### src/source/mmio_cpl_pkg.sv
// Widths and vector types shared by the MMIO read completion path
// Design files pick these up by import or by scoped name

`default_nettype none

package mmio_cpl_pkg;

    // Largest tag table the design supports
    localparam int MAX_TAGS = 32;

    // Field widths of a completion header
    localparam int TAG_W        = 5;
    localparam int REQ_ID_W     = 16;
    localparam int LOWER_ADDR_W = 7;
    localparam int BYTE_COUNT_W = 12;
    localparam int DW_LEN_W     = 10;

    // Width of the data the accelerator returns for one read
    localparam int PAYLOAD_W = 64;

    // MMIO read tag, which also indexes the request table
    typedef logic [TAG_W-1:0] t_tag;

    // PCIe requester ID, returned unchanged in the completion
    typedef logic [REQ_ID_W-1:0] t_req_id;

    // Low address bits of the request
    typedef logic [LOWER_ADDR_W-1:0] t_lower_addr;

    // Byte count of the read; only 4 and 8 occur in practice
    typedef logic [BYTE_COUNT_W-1:0] t_byte_count;

    // Completion length in dwords
    typedef logic [DW_LEN_W-1:0] t_dw_len;

    // Response data from the accelerator
    typedef logic [PAYLOAD_W-1:0] t_payload;

endpackage

`default_nettype wire

### src/source/mmio_cpl_if.sv
// Bundles between the top level and the completion generator
// mmio_req_if carries host read requests, mmio_rsp_if carries accelerator data

`timescale 1ns/1ps
`default_nettype none

// Host read request; valid is a one-cycle strobe and the sink always accepts
interface mmio_req_if;
    import mmio_cpl_pkg::*;

    logic        valid;
    t_tag        tag;
    t_req_id     requester_id;
    t_lower_addr lower_addr;
    t_byte_count byte_count;

    modport source (output valid, output tag, output requester_id,
                    output lower_addr, output byte_count);

    modport sink (input valid, input tag, input requester_id,
                  input lower_addr, input byte_count);
endinterface

// Accelerator read response with a valid/ready handshake
interface mmio_rsp_if;
    import mmio_cpl_pkg::*;

    logic     valid;
    logic     ready;
    t_tag     tag;
    t_payload payload;

    // The accelerator drives the data, the generator drives ready
    modport source (output valid, output tag, output payload, input ready);

    modport sink (input valid, input tag, input payload, output ready);
endinterface

`default_nettype wire

### src/source/mmio_req_table.sv
// Table of outstanding MMIO read request details, indexed by tag
// One registered write port and one combinational read port

`timescale 1ns/1ps
`default_nettype none

module mmio_req_table #(
    parameter int NUM_TAGS = 16
) (
    input  logic                      clk,
    input  logic                      reset_n,
    input  logic                      wen,
    input  mmio_cpl_pkg::t_tag        waddr,
    input  mmio_cpl_pkg::t_req_id     wreq_id,
    input  mmio_cpl_pkg::t_lower_addr wlower_addr,
    input  mmio_cpl_pkg::t_byte_count wbyte_count,
    input  mmio_cpl_pkg::t_tag        raddr,
    output mmio_cpl_pkg::t_req_id     rreq_id,
    output mmio_cpl_pkg::t_lower_addr rlower_addr,
    output mmio_cpl_pkg::t_byte_count rbyte_count
);
    import mmio_cpl_pkg::*;

    // Index width for the entries in use; at least one bit
    localparam int IDX_W = (NUM_TAGS > 1) ? $clog2(NUM_TAGS) : 1;

    // The tag field cannot address more entries than MAX_TAGS
    if (NUM_TAGS > MAX_TAGS || NUM_TAGS < 1)
    begin : g_bad_depth
        $error("NUM_TAGS must be between 1 and %0d", MAX_TAGS);
    end

    // Distributed memory, one array per field
    t_req_id     mem_req_id     [NUM_TAGS];
    t_lower_addr mem_lower_addr [NUM_TAGS];
    t_byte_count mem_byte_count [NUM_TAGS];

    logic w_in_range;
    logic r_in_range;

    assign w_in_range = int'(waddr) < NUM_TAGS;
    assign r_in_range = int'(raddr) < NUM_TAGS;

    // Writes are ignored during reset so a stray strobe cannot load an entry
    always_ff @(posedge clk)
    begin
        if (reset_n && wen && w_in_range)
        begin
            mem_req_id[waddr[IDX_W-1:0]]     <= wreq_id;
            mem_lower_addr[waddr[IDX_W-1:0]] <= wlower_addr;
            mem_byte_count[waddr[IDX_W-1:0]] <= wbyte_count;
        end
    end

    // An out-of-range tag reads back as zero instead of an undefined entry
    assign rreq_id     = r_in_range ? mem_req_id[raddr[IDX_W-1:0]]     : '0;
    assign rlower_addr = r_in_range ? mem_lower_addr[raddr[IDX_W-1:0]] : '0;
    assign rbyte_count = r_in_range ? mem_byte_count[raddr[IDX_W-1:0]] : '0;

endmodule

`default_nettype wire

### src/source/mmio_rsp_fifo.sv
// Two-entry FIFO holding accelerator responses joined with their request details
// Enqueue and dequeue may happen in the same cycle

`timescale 1ns/1ps
`default_nettype none

module mmio_rsp_fifo (
    input  logic                      clk,
    input  logic                      reset_n,
    input  logic                      enq_en,
    input  mmio_cpl_pkg::t_tag        enq_tag,
    input  mmio_cpl_pkg::t_payload    enq_payload,
    input  mmio_cpl_pkg::t_req_id     enq_req_id,
    input  mmio_cpl_pkg::t_lower_addr enq_lower_addr,
    input  mmio_cpl_pkg::t_byte_count enq_byte_count,
    output logic                      not_full,
    input  logic                      deq_en,
    output logic                      not_empty,
    output mmio_cpl_pkg::t_tag        first_tag,
    output mmio_cpl_pkg::t_payload    first_payload,
    output mmio_cpl_pkg::t_req_id     first_req_id,
    output mmio_cpl_pkg::t_lower_addr first_lower_addr,
    output mmio_cpl_pkg::t_byte_count first_byte_count
);
    import mmio_cpl_pkg::*;

    // Two slots of storage with one array per field
    t_tag        slot_tag        [2];
    t_payload    slot_payload    [2];
    t_req_id     slot_req_id     [2];
    t_lower_addr slot_lower_addr [2];
    t_byte_count slot_byte_count [2];

    logic       wr_ptr;
    logic       rd_ptr;
    logic [1:0] count;
    logic       do_enq;
    logic       do_deq;

    assign not_full  = (count != 2'd2);
    assign not_empty = (count != 2'd0);

    // Requests beyond the flags are dropped rather than corrupting a slot
    assign do_enq = enq_en && not_full;
    assign do_deq = deq_en && not_empty;

    // Pointers and occupancy
    always_ff @(posedge clk)
    begin
        if (!reset_n)
        begin
            wr_ptr <= 1'b0;
            rd_ptr <= 1'b0;
            count  <= 2'd0;
        end
        else
        begin
            if (do_enq)
                wr_ptr <= ~wr_ptr;
            if (do_deq)
                rd_ptr <= ~rd_ptr;

            // Simultaneous enqueue and dequeue leaves the count unchanged
            case ({do_enq, do_deq})
                2'b10:   count <= count + 2'd1;
                2'b01:   count <= count - 2'd1;
                default: count <= count;
            endcase
        end
    end

    // The slot under the write pointer takes the joined response
    always_ff @(posedge clk)
    begin
        if (do_enq)
        begin
            slot_tag[wr_ptr]        <= enq_tag;
            slot_payload[wr_ptr]    <= enq_payload;
            slot_req_id[wr_ptr]     <= enq_req_id;
            slot_lower_addr[wr_ptr] <= enq_lower_addr;
            slot_byte_count[wr_ptr] <= enq_byte_count;
        end
    end

    // Head of the queue
    assign first_tag        = slot_tag[rd_ptr];
    assign first_payload    = slot_payload[rd_ptr];
    assign first_req_id     = slot_req_id[rd_ptr];
    assign first_lower_addr = slot_lower_addr[rd_ptr];
    assign first_byte_count = slot_byte_count[rd_ptr];

endmodule

`default_nettype wire

### src/source/mmio_cpl_gen.sv
// Completion generator for host MMIO reads
// Records requests by tag, joins accelerator data to them and drives completions

`timescale 1ns/1ps
`default_nettype none

module mmio_cpl_gen #(
    parameter int NUM_TAGS = 16
) (
    input  logic                      clk,
    input  logic                      reset_n,
    mmio_req_if.sink                  req,
    mmio_rsp_if.sink                  rsp,
    output logic                      cpl_valid,
    input  logic                      cpl_ready,
    output mmio_cpl_pkg::t_tag        cpl_tag,
    output mmio_cpl_pkg::t_req_id     cpl_requester_id,
    output mmio_cpl_pkg::t_lower_addr cpl_lower_addr,
    output mmio_cpl_pkg::t_byte_count cpl_byte_count,
    output mmio_cpl_pkg::t_dw_len     cpl_length,
    output mmio_cpl_pkg::t_payload    cpl_payload
);
    import mmio_cpl_pkg::*;

    // Registered copy of the incoming request
    logic        req_valid_q;
    t_tag        req_tag_q;
    t_req_id     req_id_q;
    t_lower_addr req_lower_addr_q;
    t_byte_count req_byte_count_q;

    // Details looked up for the response currently on the bus
    t_req_id     rsp_req_id;
    t_lower_addr rsp_lower_addr;
    t_byte_count rsp_byte_count;

    // FIFO head and control
    logic        fifo_not_full;
    logic        fifo_not_empty;
    logic        fifo_enq;
    logic        fifo_deq;
    logic        out_load;
    t_tag        head_tag;
    t_payload    head_payload;
    t_req_id     head_req_id;
    t_lower_addr head_lower_addr;
    t_byte_count head_byte_count;

    // The strobe is registered first and the table written one edge later
    always_ff @(posedge clk)
    begin
        if (!reset_n)
            req_valid_q <= 1'b0;
        else
            req_valid_q <= req.valid;
    end

    // Detail registers follow the strobe and carry no reset
    always_ff @(posedge clk)
    begin
        if (req.valid)
        begin
            req_tag_q        <= req.tag;
            req_id_q         <= req.requester_id;
            req_lower_addr_q <= req.lower_addr;
            req_byte_count_q <= req.byte_count;
        end
    end

    mmio_req_table #(
        .NUM_TAGS (NUM_TAGS)
    ) u_req_table (
        .clk         (clk),
        .reset_n     (reset_n),
        .wen         (req_valid_q),
        .waddr       (req_tag_q),
        .wreq_id     (req_id_q),
        .wlower_addr (req_lower_addr_q),
        .wbyte_count (req_byte_count_q),
        .raddr       (rsp.tag),
        .rreq_id     (rsp_req_id),
        .rlower_addr (rsp_lower_addr),
        .rbyte_count (rsp_byte_count)
    );

    // Responses are accepted whenever the FIFO has room
    assign rsp.ready = fifo_not_full;
    assign fifo_enq  = rsp.valid && fifo_not_full;

    mmio_rsp_fifo u_rsp_fifo (
        .clk              (clk),
        .reset_n          (reset_n),
        .enq_en           (fifo_enq),
        .enq_tag          (rsp.tag),
        .enq_payload      (rsp.payload),
        .enq_req_id       (rsp_req_id),
        .enq_lower_addr   (rsp_lower_addr),
        .enq_byte_count   (rsp_byte_count),
        .not_full         (fifo_not_full),
        .deq_en           (fifo_deq),
        .not_empty        (fifo_not_empty),
        .first_tag        (head_tag),
        .first_payload    (head_payload),
        .first_req_id     (head_req_id),
        .first_lower_addr (head_lower_addr),
        .first_byte_count (head_byte_count)
    );

    // The output register can take a new beat when it is empty or draining
    assign out_load = cpl_ready || !cpl_valid;
    assign fifo_deq = fifo_not_empty && out_load;

    always_ff @(posedge clk)
    begin
        if (!reset_n)
            cpl_valid <= 1'b0;
        else if (out_load)
            cpl_valid <= fifo_not_empty;
    end

    // Fields hold steady while a beat is stalled
    always_ff @(posedge clk)
    begin
        if (fifo_deq)
        begin
            cpl_tag          <= head_tag;
            cpl_payload      <= head_payload;
            cpl_requester_id <= head_req_id;
            cpl_lower_addr   <= head_lower_addr;
            cpl_byte_count   <= head_byte_count;
            // Length in dwords is the byte count divided by four
            cpl_length       <= t_dw_len'(head_byte_count[BYTE_COUNT_W-1:2]);
        end
    end

endmodule

`default_nettype wire

### src/source/mmio_cpl_top.sv
// Top level of the MMIO read completion path
// Maps plain request, response and completion ports onto the generator

`timescale 1ns/1ps
`default_nettype none

module mmio_cpl_top #(
    parameter int NUM_TAGS = 16
) (
    input  logic                      clk,
    input  logic                      reset_n,

    // Host read requests, one-cycle strobe
    input  logic                      req_valid,
    input  mmio_cpl_pkg::t_tag        req_tag,
    input  mmio_cpl_pkg::t_req_id     req_requester_id,
    input  mmio_cpl_pkg::t_lower_addr req_lower_addr,
    input  mmio_cpl_pkg::t_byte_count req_byte_count,

    // Accelerator read data
    input  logic                      rsp_valid,
    output logic                      rsp_ready,
    input  mmio_cpl_pkg::t_tag        rsp_tag,
    input  mmio_cpl_pkg::t_payload    rsp_payload,

    // Completions with data
    output logic                      cpl_valid,
    input  logic                      cpl_ready,
    output mmio_cpl_pkg::t_tag        cpl_tag,
    output mmio_cpl_pkg::t_req_id     cpl_requester_id,
    output mmio_cpl_pkg::t_lower_addr cpl_lower_addr,
    output mmio_cpl_pkg::t_byte_count cpl_byte_count,
    output mmio_cpl_pkg::t_dw_len     cpl_length,
    output mmio_cpl_pkg::t_payload    cpl_payload
);

    mmio_req_if req_bus ();
    mmio_rsp_if rsp_bus ();

    // The top level plays the source side of both bundles
    assign req_bus.valid        = req_valid;
    assign req_bus.tag          = req_tag;
    assign req_bus.requester_id = req_requester_id;
    assign req_bus.lower_addr   = req_lower_addr;
    assign req_bus.byte_count   = req_byte_count;

    assign rsp_bus.valid   = rsp_valid;
    assign rsp_bus.tag     = rsp_tag;
    assign rsp_bus.payload = rsp_payload;
    assign rsp_ready       = rsp_bus.ready;

    mmio_cpl_gen #(
        .NUM_TAGS (NUM_TAGS)
    ) u_cpl_gen (
        .clk              (clk),
        .reset_n          (reset_n),
        .req              (req_bus.sink),
        .rsp              (rsp_bus.sink),
        .cpl_valid        (cpl_valid),
        .cpl_ready        (cpl_ready),
        .cpl_tag          (cpl_tag),
        .cpl_requester_id (cpl_requester_id),
        .cpl_lower_addr   (cpl_lower_addr),
        .cpl_byte_count   (cpl_byte_count),
        .cpl_length       (cpl_length),
        .cpl_payload      (cpl_payload)
    );

endmodule

`default_nettype wire

### config.mk
export PLATFORM = sky130hd
export DESIGN_NAME = mmio_cpl_top
export DESIGN_NICKNAME = d
export VERILOG_FILES = /design/src/source/mmio_cpl_pkg.sv /design/src/source/mmio_cpl_if.sv /design/src/source/mmio_req_table.sv /design/src/source/mmio_rsp_fifo.sv /design/src/source/mmio_cpl_gen.sv /design/src/source/mmio_cpl_top.sv
export SDC_FILE = /design/constraint.sdc
export NUM_CORES = 1
export LEC_CHECK = 0
export ABC_AREA = 1
export BUFFER_PORTS_ARGS = -buffer_cell sky130_fd_sc_hd__buf_4
export CAP_MARGIN = 20
export CORE_AREA = 3 3 346 262
export DETAILED_ROUTE_END_ITERATION = 10
export DIE_AREA = 0 0 349 265
export GPL_TIMING_DRIVEN = 1
export HOLD_SLACK_MARGIN = 0.05
export PLACE_DENSITY = 0.67
export SLEW_MARGIN = 20
export SYNTH_ARGS = -nofsm -noshare
export SYNTH_HDL_FRONTEND = slang
export SYNTH_SLANG_ARGS = --single-unit
### constraint.sdc
create_clock -name clk -period 5.33 [get_ports clk]
set_input_delay 0.533 -clock clk [delete_from_list [all_inputs] [get_ports clk]]
set_output_delay 0.533 -clock clk [all_outputs]
set_load 0.005 [all_outputs]
# Word-level counts from Yosys, hierarchy flattened
# Memory sizes are Yosys's and may differ from the RTL's. A register that Yosys moved wholly into a read port is not among the register bits.
# Index checks and enable logic that the tools add are counted.
[classes]
n_addsub = 2
n_lt_le_gt_ge = 2
n_eq_ne = 3
muxes = 10
bitwise_logic = 2
reduce_logical = 10
[op_table]
columns = ["op", "n"]
rows = [
  ["two-way mux 16 bit", 1],
  ["two-way mux 12 bit", 1],
  ["less-than comparator 5 bit (second input constant)", 2],
  ["two-way mux 7 bit", 1],
  ["logical AND 1 bit", 6],
  ["two-way mux 1 bit", 6],
  ["case mux 2 bit (2 select lines)", 1],
  ["nonzero test 2 bit", 2],
  ["adder 2 x 1 -> 2 bit (second input constant)", 1],
  ["equality test 2 x 1 -> 1 bit (second input constant)", 1],
  ["equality test 2 bit (second input constant)", 1],
  ["inequality test 2 bit (second input constant)", 1],
  ["NOT 1 bit", 2],
  ["subtractor 2 x 1 -> 2 bit (second input constant)", 1],
  ["logical NOT 1 bit", 1],
  ["logical OR 1 bit", 1],
]
[totals]
regBits = 68
ramBits = 768
inputBits = 114
word_cells = 48
mem_count = 8
[memory_table]
columns = ["memory", "depth", "width", "read_ports", "rd_clocked_by_memory_dff", "write_ports", "line", "rtl"]
rows = [
  ["u_cpl_gen.u_req_table.mem_req_id", 16, 16, 1, 0, 1, "mmio_req_table.sv:34", "t_req_id mem_req_id [NUM_TAGS];"],
  ["u_cpl_gen.u_req_table.mem_byte_count", 16, 12, 1, 0, 1, "mmio_req_table.sv:36", "t_byte_count mem_byte_count [NUM_TAGS];"],
  ["u_cpl_gen.u_rsp_fifo.slot_payload", 2, 64, 1, 1, 1, "mmio_rsp_fifo.sv:29", "t_payload slot_payload [2];"],
  ["u_cpl_gen.u_req_table.mem_lower_addr", 16, 7, 1, 0, 1, "mmio_req_table.sv:35", "t_lower_addr mem_lower_addr [NUM_TAGS];"],
  ["u_cpl_gen.u_rsp_fifo.slot_req_id", 2, 16, 1, 1, 1, "mmio_rsp_fifo.sv:30", "t_req_id slot_req_id [2];"],
  ["u_cpl_gen.u_rsp_fifo.slot_byte_count", 2, 12, 1, 1, 1, "mmio_rsp_fifo.sv:32", "t_byte_count slot_byte_count [2];"],
  ["2 more memories", "--", "--", "--", "--", "--", "--", ""],
]

# Depth between registers and ports, before layout
# Gate-level depths: netlist of run 1.
[logic_depth]
depth_word = 6
ltp_mapped = 9

# Cells and area by module
# A second synthesis of run 1 with hierarchy kept.
[unflattened]
hier_cells = 2744
hier_area_um2 = 36100.9
[by_module_without_submodules]
columns = ["mod", "n_inst", "cells_each", "area_each_um2"]
rows = [
  ["mmio_req_table", 1, 2218, 23623.9],
  ["mmio_rsp_fifo", 1, 360, 7991.4],
  ["mmio_cpl_gen", 1, 166, 4485.6],
]

# Worst setup path before layout of run 1
# No wires, ideal clock.
[synth_path]
kind = "input to register"
startpoint = "in rsp_valid"
endpoint = "mem u_cpl_gen.u_rsp_fifo.slot_byte_count[1][0] in the netlist's numbering (enable)"
setup_time_ns = 0.569
arrival_time_ns = 4.976
path_slack_ns = -0.215
cell_stages = 2
cell_sequence = "nand2_1 -> nor2_1"
[synth_between]
elab_chain_len = 4
[synth_lines]
columns = ["item", "line", "rtl"]
rows = [
  ["from (decl)", "mmio_cpl_top.sv:21", "input logic rsp_valid,"],
  ["logical AND 1 bit", "mmio_cpl_gen.sv:88", "assign fifo_enq = rsp.valid && fifo_not_full;"],
  ["logical AND 1 bit", "mmio_rsp_fifo.sv:44", "assign do_enq = enq_en && not_full;"],
  ["two-way mux 1 bit", "mmio_rsp_fifo.sv:75", "if (do_enq)"],
  ["two-way mux 1 bit (not written as such)", "mmio_rsp_fifo.sv:81", "slot_byte_count[wr_ptr] <= enq_byte_count;"],
  ["to (decl)", "mmio_rsp_fifo.sv:32", ""],
]
# No other way between the ends.

# Worst setup path in the final report of run 1
[layout_path]
startpoint = "in rsp_tag[0]"
endpoint = "mem u_cpl_gen.u_rsp_fifo.slot_byte_count[0][10] in the netlist's numbering (data pin)"
[layout_between]
elab_chain_len = 2
word_cells_on_any_way = 3
[layout_lines]
columns = ["item", "line", "rtl"]
rows = [
  ["from (decl)", "mmio_cpl_top.sv:23", "input mmio_cpl_pkg::t_tag rsp_tag,"],
  ["memory read (16 x 12 bit) / less-than comparator 5 bit (equally long branches)", "--", ""],
  ["two-way mux 12 bit *", "mmio_req_table.sv:58", "assign rbyte_count = r_in_range ? mem_byte_count[raddr[IDX_W-1:0]] : '0;"],
  ["via u_cpl_gen.rsp_byte_count[10]", "mmio_cpl_gen.sv:35", "t_byte_count rsp_byte_count;"],
]
# The timed path passes the listed nets; every way through them passes the cells marked *.

==> results of run 1 <==
[path summary, 6_finish.rpt]
kind	from	endpoint	slack (ns)	cells past startpoint
hold / removal	req_tag[2]	u_cpl_gen.req_tag_q[2]$_DFFE_PP_	0.08	1
setup reg to reg	u_cpl_gen.req_tag_q[4]$_DFFE_PP_	u_cpl_gen.u_req_table.mem_byte_count[9][6]$_DFFE_PP_	2.65	4
hold reg to reg	u_cpl_gen.u_rsp_fifo.slot_payload[0][54]$_DFFE_PP_	u_cpl_gen.cpl_payload[54]$_DFFE_PP_	0.50	2
setup / recovery	rsp_tag[0]	u_cpl_gen.u_rsp_fifo.slot_byte_count[0][10]$_DFFE_PP_	2.08	7
[cells in the final DEF, fill, tap and decap left out]
cell type      Yosys  routed
a21oi_1           41      41
a31oi_1            1       1
buf_12             0       4
buf_16             0       1
buf_4             17     258
bufinv_16          0       3
clkbuf_1          54      16
clkbuf_16          0      85
clkbuf_8           0       3
clkinv_1           2      21
clkinv_2           0      17
clkinv_8           0       1
clkinvlp_4         0       4
dfxtp_1            7       6
dfxtp_4            0       1
dlygate4sd3_1      0      12
edfxtp_1         912     912
ha_1               1       1
inv_1            291     290
inv_2              2       1
inv_4              0       1
inv_6              0       3
mux2_2            12      12
nand2_1         1125    1125
nand3_1          354     354
nor2_1            19       1
nor2_4             0      18
nor3_1             1       1
o21a_4             0       1
o21ai_0            4       4
[cell usage after synthesis]
cell type | number | area, sq um
nand3_1 | 354 | 1770
nand2_1 | 1125 | 4220
buf_4 | 17 | 128
o21ai_0 | 4 | 20.0
mux2_2 | 12 | 135
a31oi_1 | 1 | 6.26
clkbuf_1 | 54 | 203
inv_2 | 2 | 7.51
buf_2 | 60 | 300
edfxtp_1 | 912 | 27400
dfxtp_1 | 7 | 140
a21oi_1 | 41 | 205
inv_1 | 291 | 1090
buf_1 | 18 | 67.6
o21a_1 | 1 | 7.51
nor2_1 | 19 | 71.3
ha_1 | 1 | 12.5
buf_6 | 1 | 11.3
nor3_1 | 1 | 5.00
clkinv_1 | 2 | 7.51
[per-stage QoR]
step           cells  utilization
2_1_floorplan   2923            -
3_3_place_gp    4187        0.442
3_5_place_dp    4188        0.442
4_1_cts         4349        0.472
5_1_grt         4350        0.472
6_report        4350        0.472
[cells by family (layout without fill, tap and decap cells)]
logic type / after synthesis / in the layout / share of synthesized area
muxes: 12 / 12 / 0.00377
AOI/OAI and AO/OA: 47 / 47 / 0.00668
buffers and inverters: 445 / 720 / 0.0507
adders and majority gates: 1 / 1 / 0.000349
and+or+nand+nor: 1499 / 1499 / 0.170
DFF: 919 / 919 / 0.769
[state kept, by name (all words and copies together) (netlist names), 2 cells and up, named ones only]
register and count:
u_cpl_gen.u_req_table.mem_req_id 256, u_cpl_gen.u_req_table.mem_byte_count 192, u_cpl_gen.u_rsp_fifo.slot_payload 128, u_cpl_gen.u_req_table.mem_lower_addr 112, u_cpl_gen.cpl_payload 64, u_cpl_gen.u_rsp_fifo.slot_req_id 32, u_cpl_gen.u_rsp_fifo.slot_byte_count 24, u_cpl_gen.cpl_requester_id 16
u_cpl_gen.req_id_q 16, u_cpl_gen.u_rsp_fifo.slot_lower_addr 14, u_cpl_gen.req_byte_count_q 12, u_cpl_gen.cpl_length 10, u_cpl_gen.u_rsp_fifo.slot_tag 10, u_cpl_gen.cpl_lower_addr 7, u_cpl_gen.req_lower_addr_q 7, u_cpl_gen.cpl_tag 5
u_cpl_gen.req_tag_q 5, u_cpl_gen.cpl_byte_count 2, u_cpl_gen.u_rsp_fifo.count 2
[cell type report]
type                    count  area (sq um)  share of cell area
well taps                1152          1440              0.0348
multi-input cells        1559          6600               0.159
repair buffers            276          2180              0.0526
clock buffers             103          2210              0.0535
clock inverters            46           302             0.00729
inverters                 295          1120              0.0271
flip-flops and latches    919         27500               0.665
[report_power, final]
part | leakage [nW] | switching, mW | total [mW] | internal, mW
clock network | 1.23 | 2.53 | 5.62 | 3.09
registers | 8.44 | 0.329 | 9.28 | 8.95
logic | 6.72 | 1.49 | 2.38 | 0.893
total | 16.4 | 4.35 | 17.3 | 12.9
[timing repair]
| item | in CTS | in global routing |
|---|---|---|
| endpoints found under the setup margin | 0 | 0 |
| hold endpoints to repair | 12 | 0 |
| hold buffers | 12 | 0 |
[per-layer routing]
metal  track usage  up-vias  share of wire
met5             0        -              0
li1              -    10185              -
met4        0.0502        0          0.024
met3        0.0324      137          0.082
met1         0.251    10290           0.42
met2         0.286      889           0.48
==> run_results.csv, run 1 <==
group,metric,value,unit
finish,drive_above_1_share,0.129,
finish,fin_area,0.0414,sq mm
timing,setup-tns-final,0,ns
timing,rsz0062_at_grt,"false",
worst_setup_path,crit_path_max_fanout,187,
yosys,synthCells,2923,
clock_tree,clkTransAtPathRegs,0.06,ns
clock_tree,cts_setup_buffers,0,
worst_setup_path,path_buf_inv,2,
worst_setup_path,arrival,3.57,ns
worst_setup_path,crit_type,"in2reg",
routing,routed_via_density,4.94,
global_routing,track_usage,0.179,
job,max_cap_viol_count,0,
routing,dr.pass1.iters,5,
timing,relSlewSlack,0.202,
finish,fillers,7563,
clock_tree,cts_tree,"built",
timing,hold_violations,0,
yosys,ys_seq_area_frac,0.769,
timing,finalCriticalPeriod,3.25,ns
floorplan,die_x,349,microns
clock_tree,cts_max_path_buffers,3,
routing,ant_nets,0,
floorplan,num_rows,94,
floorplan,chipHeight,265,microns
pwr,leakagePower,16.4,nW
floorplan,core-area,0.0876,sq mm
hold_path,hold_class,"in2reg",
global_routing,globalRouteOverflowTotal,0,
routing,routedWlPerCell,19.3,microns
yosys,postSynthAreaPerCell,12.2,sq um
timing,fin_skew,0.0160,ns
worst_setup_path,startpoint_type,"input port",
pwr,power.density,418,mW/mm^2
worst_setup_path,crit_path_top_delay_cell,"a21oi_1",
place,routabilityCongestion,0.761,
finish,insertedDiodeCount,0,
place,port_buffers,229,
place,hpwl,43800,microns
finish,areaGrowthSynthToFinish,15.6,%
yosys,synth_cell_types,20,
floorplan,initial_core_util,0.409,
timing,final-setup-viol-count,0,
timing,whs,0.0846,ns
timing,max_freq,0.308,GHz
routing,dr_total_vias,21501,
run_status,status,"complete, no violations",
timing,layout_setup_ws,2.08,ns
yosys,synthesis.area,0.0358,sq mm
global_routing,grt_antenna_before_repair,1,
routing,drc,0,
clock_tree,worstSkewPairLatency,0.63,ns
global_routing,grt_pass1_wl,126000,microns
clock_tree,cts_resized,0,
floorplan,ios,230,
global_routing,grt_max_degree,188,
clock_tree,cts.sinks,919,
yosys,ys_ff_latch,919,
yosys,syn-num-nets,3038,
timing,slew_viol_final,0,
floorplan,die_area,0.0925,sq mm
worst_setup_path,cpMostUsedCell,"nand3_1",
finish,fin_nets,3246,
clock_tree,cts_max_level,3,
worst_setup_path,cp_cell_sequence,"clkbuf_8 -> clkinv_8 -> nand2_1 -> nand3_1 -> nand3_1 -> nand3_1 -> a21oi_1",
worst_setup_path,cp_top_family,"buffers and inverters",
worst_setup_path,crit_path_end_kind,"register",
routing,drt_iter0_drc,2591,
timing,tightest_slew,1.20,ns
worst_setup_path,cp_data_required_time,5.65,ns
place,placed_cell_area,0.0387,sq mm
pwr,p_total,17.3,mW
clock_tree,clock-root-buffer,"clkbuf_16",
worst_setup_path,cpPeakStageDelay,0.66,ns
clock_tree,cts-buffers-inserted,80,
place,dpl_worst_slack,1.78,ns
routing,routed_wl,83900,microns
global_routing,first_global_vias,20335,
pwr,max-vdd-ir-drop,0.262,mV
timing,min_period_over_period,0.610,
yosys,yosysWarnings,0,
Power figures use the tool's default switching activity.
==> run 2, diff against run 1 <==
==> constraint.sdc (replaced) <==
create_clock -name clk -period 2.8 [get_ports clk]
set_input_delay 0.28 -clock clk [delete_from_list [all_inputs] [get_ports clk]]
set_output_delay 0.28 -clock clk [all_outputs]
set_load 0.005 [all_outputs]
==> run 2 against run 1 <==
Against the previous run: register-to-register slack worse by 2.0 ns; combinational power is 100% higher; first-iteration DRC count is 11% lower; sequential share of layout area is 2.5 points lower; via count is 2.7% higher; utilization is 1.8 points higher; wire length is 0.51% lower; clock power is 98% higher; design area is 3.8% higher.
==> run_results.csv, run 2 (same netlist as run 1, synthesis figures left out) <==
group,metric,value,unit
global_routing,first_global_vias,21424,
timing,whs,0.221,ns
routing,ant_nets,0,
timing,final-setup-viol-count,0,
place,hpwl,48700,microns
global_routing,grt_antenna_before_repair,0,
worst_setup_path,arrival,2.44,ns
clock_tree,clock-root-buffer,"clkbuf_16",
routing,drc,0,
timing,min_period_over_period,0.762,
worst_setup_path,cpPeakStageDelay,0.44,ns
worst_setup_path,cp_data_required_time,3.11,ns
clock_tree,clkTransAtPathRegs,0.07,ns
worst_setup_path,cp_cell_sequence,"nor2_1 -> nand3_1 -> nor2_4 -> buf_12",
timing,layout_setup_ws,0.666,ns
floorplan,initial_core_util,0.409,
routing,routed_wl,83500,microns
routing,dr_total_vias,22072,
timing,finalCriticalPeriod,2.13,ns
finish,insertedDiodeCount,0,
worst_setup_path,startpoint_type,"register",
floorplan,core-area,0.0876,sq mm
place,routabilityCongestion,0.804,
timing,hold_violations,0,
global_routing,globalRouteOverflowTotal,0,
pwr,power.density,781,mW/mm^2
clock_tree,worstSkewPairLatency,0.64,ns
run_status,status,"complete, no violations",
floorplan,ios,230,
place,dpl_worst_slack,0.470,ns
finish,fin_util,0.490,
finish,fillers,7381,
routing,drt_iter0_drc,2296,
global_routing,track_usage,0.178,
timing,slew_viol_final,0,
finish,drive_above_1_share,0.137,
global_routing,grt_pass1_wl,126000,microns
worst_setup_path,crit_path_top_delay_cell,"edfxtp_1",
finish,fin_nets,3382,
floorplan,die_x,349,microns
worst_setup_path,crit_path_end_kind,"register",
worst_setup_path,crit_type,"reg2reg",
global_routing,grt_max_degree,88,
floorplan,num_rows,94,
hold_path,hold_class,"in2reg",
floorplan,chipHeight,265,microns
finish,multiInputGateArea,0.00660,sq mm
timing,tightest_slew,0.778,ns
floorplan,die_area,0.0925,sq mm
finish,areaGrowthSynthToFinish,20.0,%
clock_tree,cts_tree,"built",
clock_tree,cts.sinks,919,
finish,largest_reg_flops,256,
clock_tree,cts_max_path_buffers,3,
place,dp.cells,4226,
pwr,max-vdd-ir-drop,0.778,mV
routing,routed_via_density,4.92,
finish,instances_no_fill,4482,
finish,seqCellArea,0.0275,sq mm
routing,dr.pass1.iters,5,
place,port_buffers,229,
job,max_cap_viol_count,0,
clock_tree,cts_setup_buffers,0,
finish,final_cell_mix,"nand2_1, edfxtp_1, nand3_1, inv_1, buf_4",
worst_setup_path,crit_path_max_fanout,28,
clock_tree,cts-buffers-inserted,82,
clock_tree,cts_max_level,3,
timing,relSlewSlack,0.482,
timing,rsz0062_at_grt,"false",
pwr,leakagePower,17.1,nW
timing,max_freq,0.469,GHz
timing,fin_skew,0.0229,ns
pwr,p_total,33.6,mW
finish,layout_commonest_cell,"nand2_1",
routing,routedWlPerCell,18.6,microns
run 2: cell count changes in the layout (fill, tap and decap cells not counted), moves of 3 or more:
| cell | change |
|---|---|
| clkinvlp_4 | -3 |
| clkinv_2 | +4 |
| buf_12 | +22 |
| buf_4 | +16 |
| clkinv_1 | -6 |
| dlygate4sd3_1 | +97 |
run 2: worst paths after layout:
kind / start / to / cells past startpoint / slack [ns]
max reg2reg: u_cpl_gen.req_tag_q[4]$_DFFE_PP_ / u_cpl_gen.u_req_table.mem_lower_addr[3][4]$_DFFE_PP_ / 4 / 0.67
max: u_cpl_gen.req_tag_q[4]$_DFFE_PP_ / u_cpl_gen.u_req_table.mem_lower_addr[3][4]$_DFFE_PP_ / 4 / 0.67
min reg2reg: u_cpl_gen.u_rsp_fifo.slot_payload[1][19]$_DFFE_PP_ / u_cpl_gen.cpl_payload[19]$_DFFE_PP_ / 2 / 0.50
min: req_valid / u_cpl_gen.req_valid_q$_SDFF_PN0_ / 3 / 0.22
run 2: cell type report:
class	count	area share
Tap cell	1152	0.0335
Clock inverter	42	0.00769
Timing Repair Buffer	410	0.0857
Sequential cell	919	0.641
Multi-Input combinational cell	1559	0.154
Clock buffer	105	0.0529
Inverter	295	0.0260
run 2: layer usage:
layer  share of wire  track usage  up-vias
li1                -            -    10452
met1            0.43        0.254    10657
met2            0.47        0.281      832
met3           0.075       0.0321      131
met4           0.023       0.0480        0
met5               0            0        -
run 2: report_power, final:
group | internal (mW) | switching, mW
sequential | 17.0 | 0.648
clock | 6.20 | 4.87
combinational | 1.94 | 2.86
run 2: metrics by stage:
| step | instance area, sq um | setup TNS (ns) |
|---|---|---|
| global route | 43000 | 0 |
| detailed placement | 39300 | 0 |
| finish | 43000 | 0 |
| CTS | 43000 | 0 |
| floorplan | 35800 | -205.02 |
| global placement | 39300 | 0 |
run 2: what timing repair did:
action | 4_1_cts | 5_1_grt
hold buffers | 109 | 0
endpoints found under the hold margin | 177 | 0
gates resized for setup | 0 | 0
run 2: worst max-delay path, delay by kind of cell (launching register included):
kind	cells	cell delay, ns
flops	1	0.44
buf+inv	1	0.27
simple gates	3	1.08
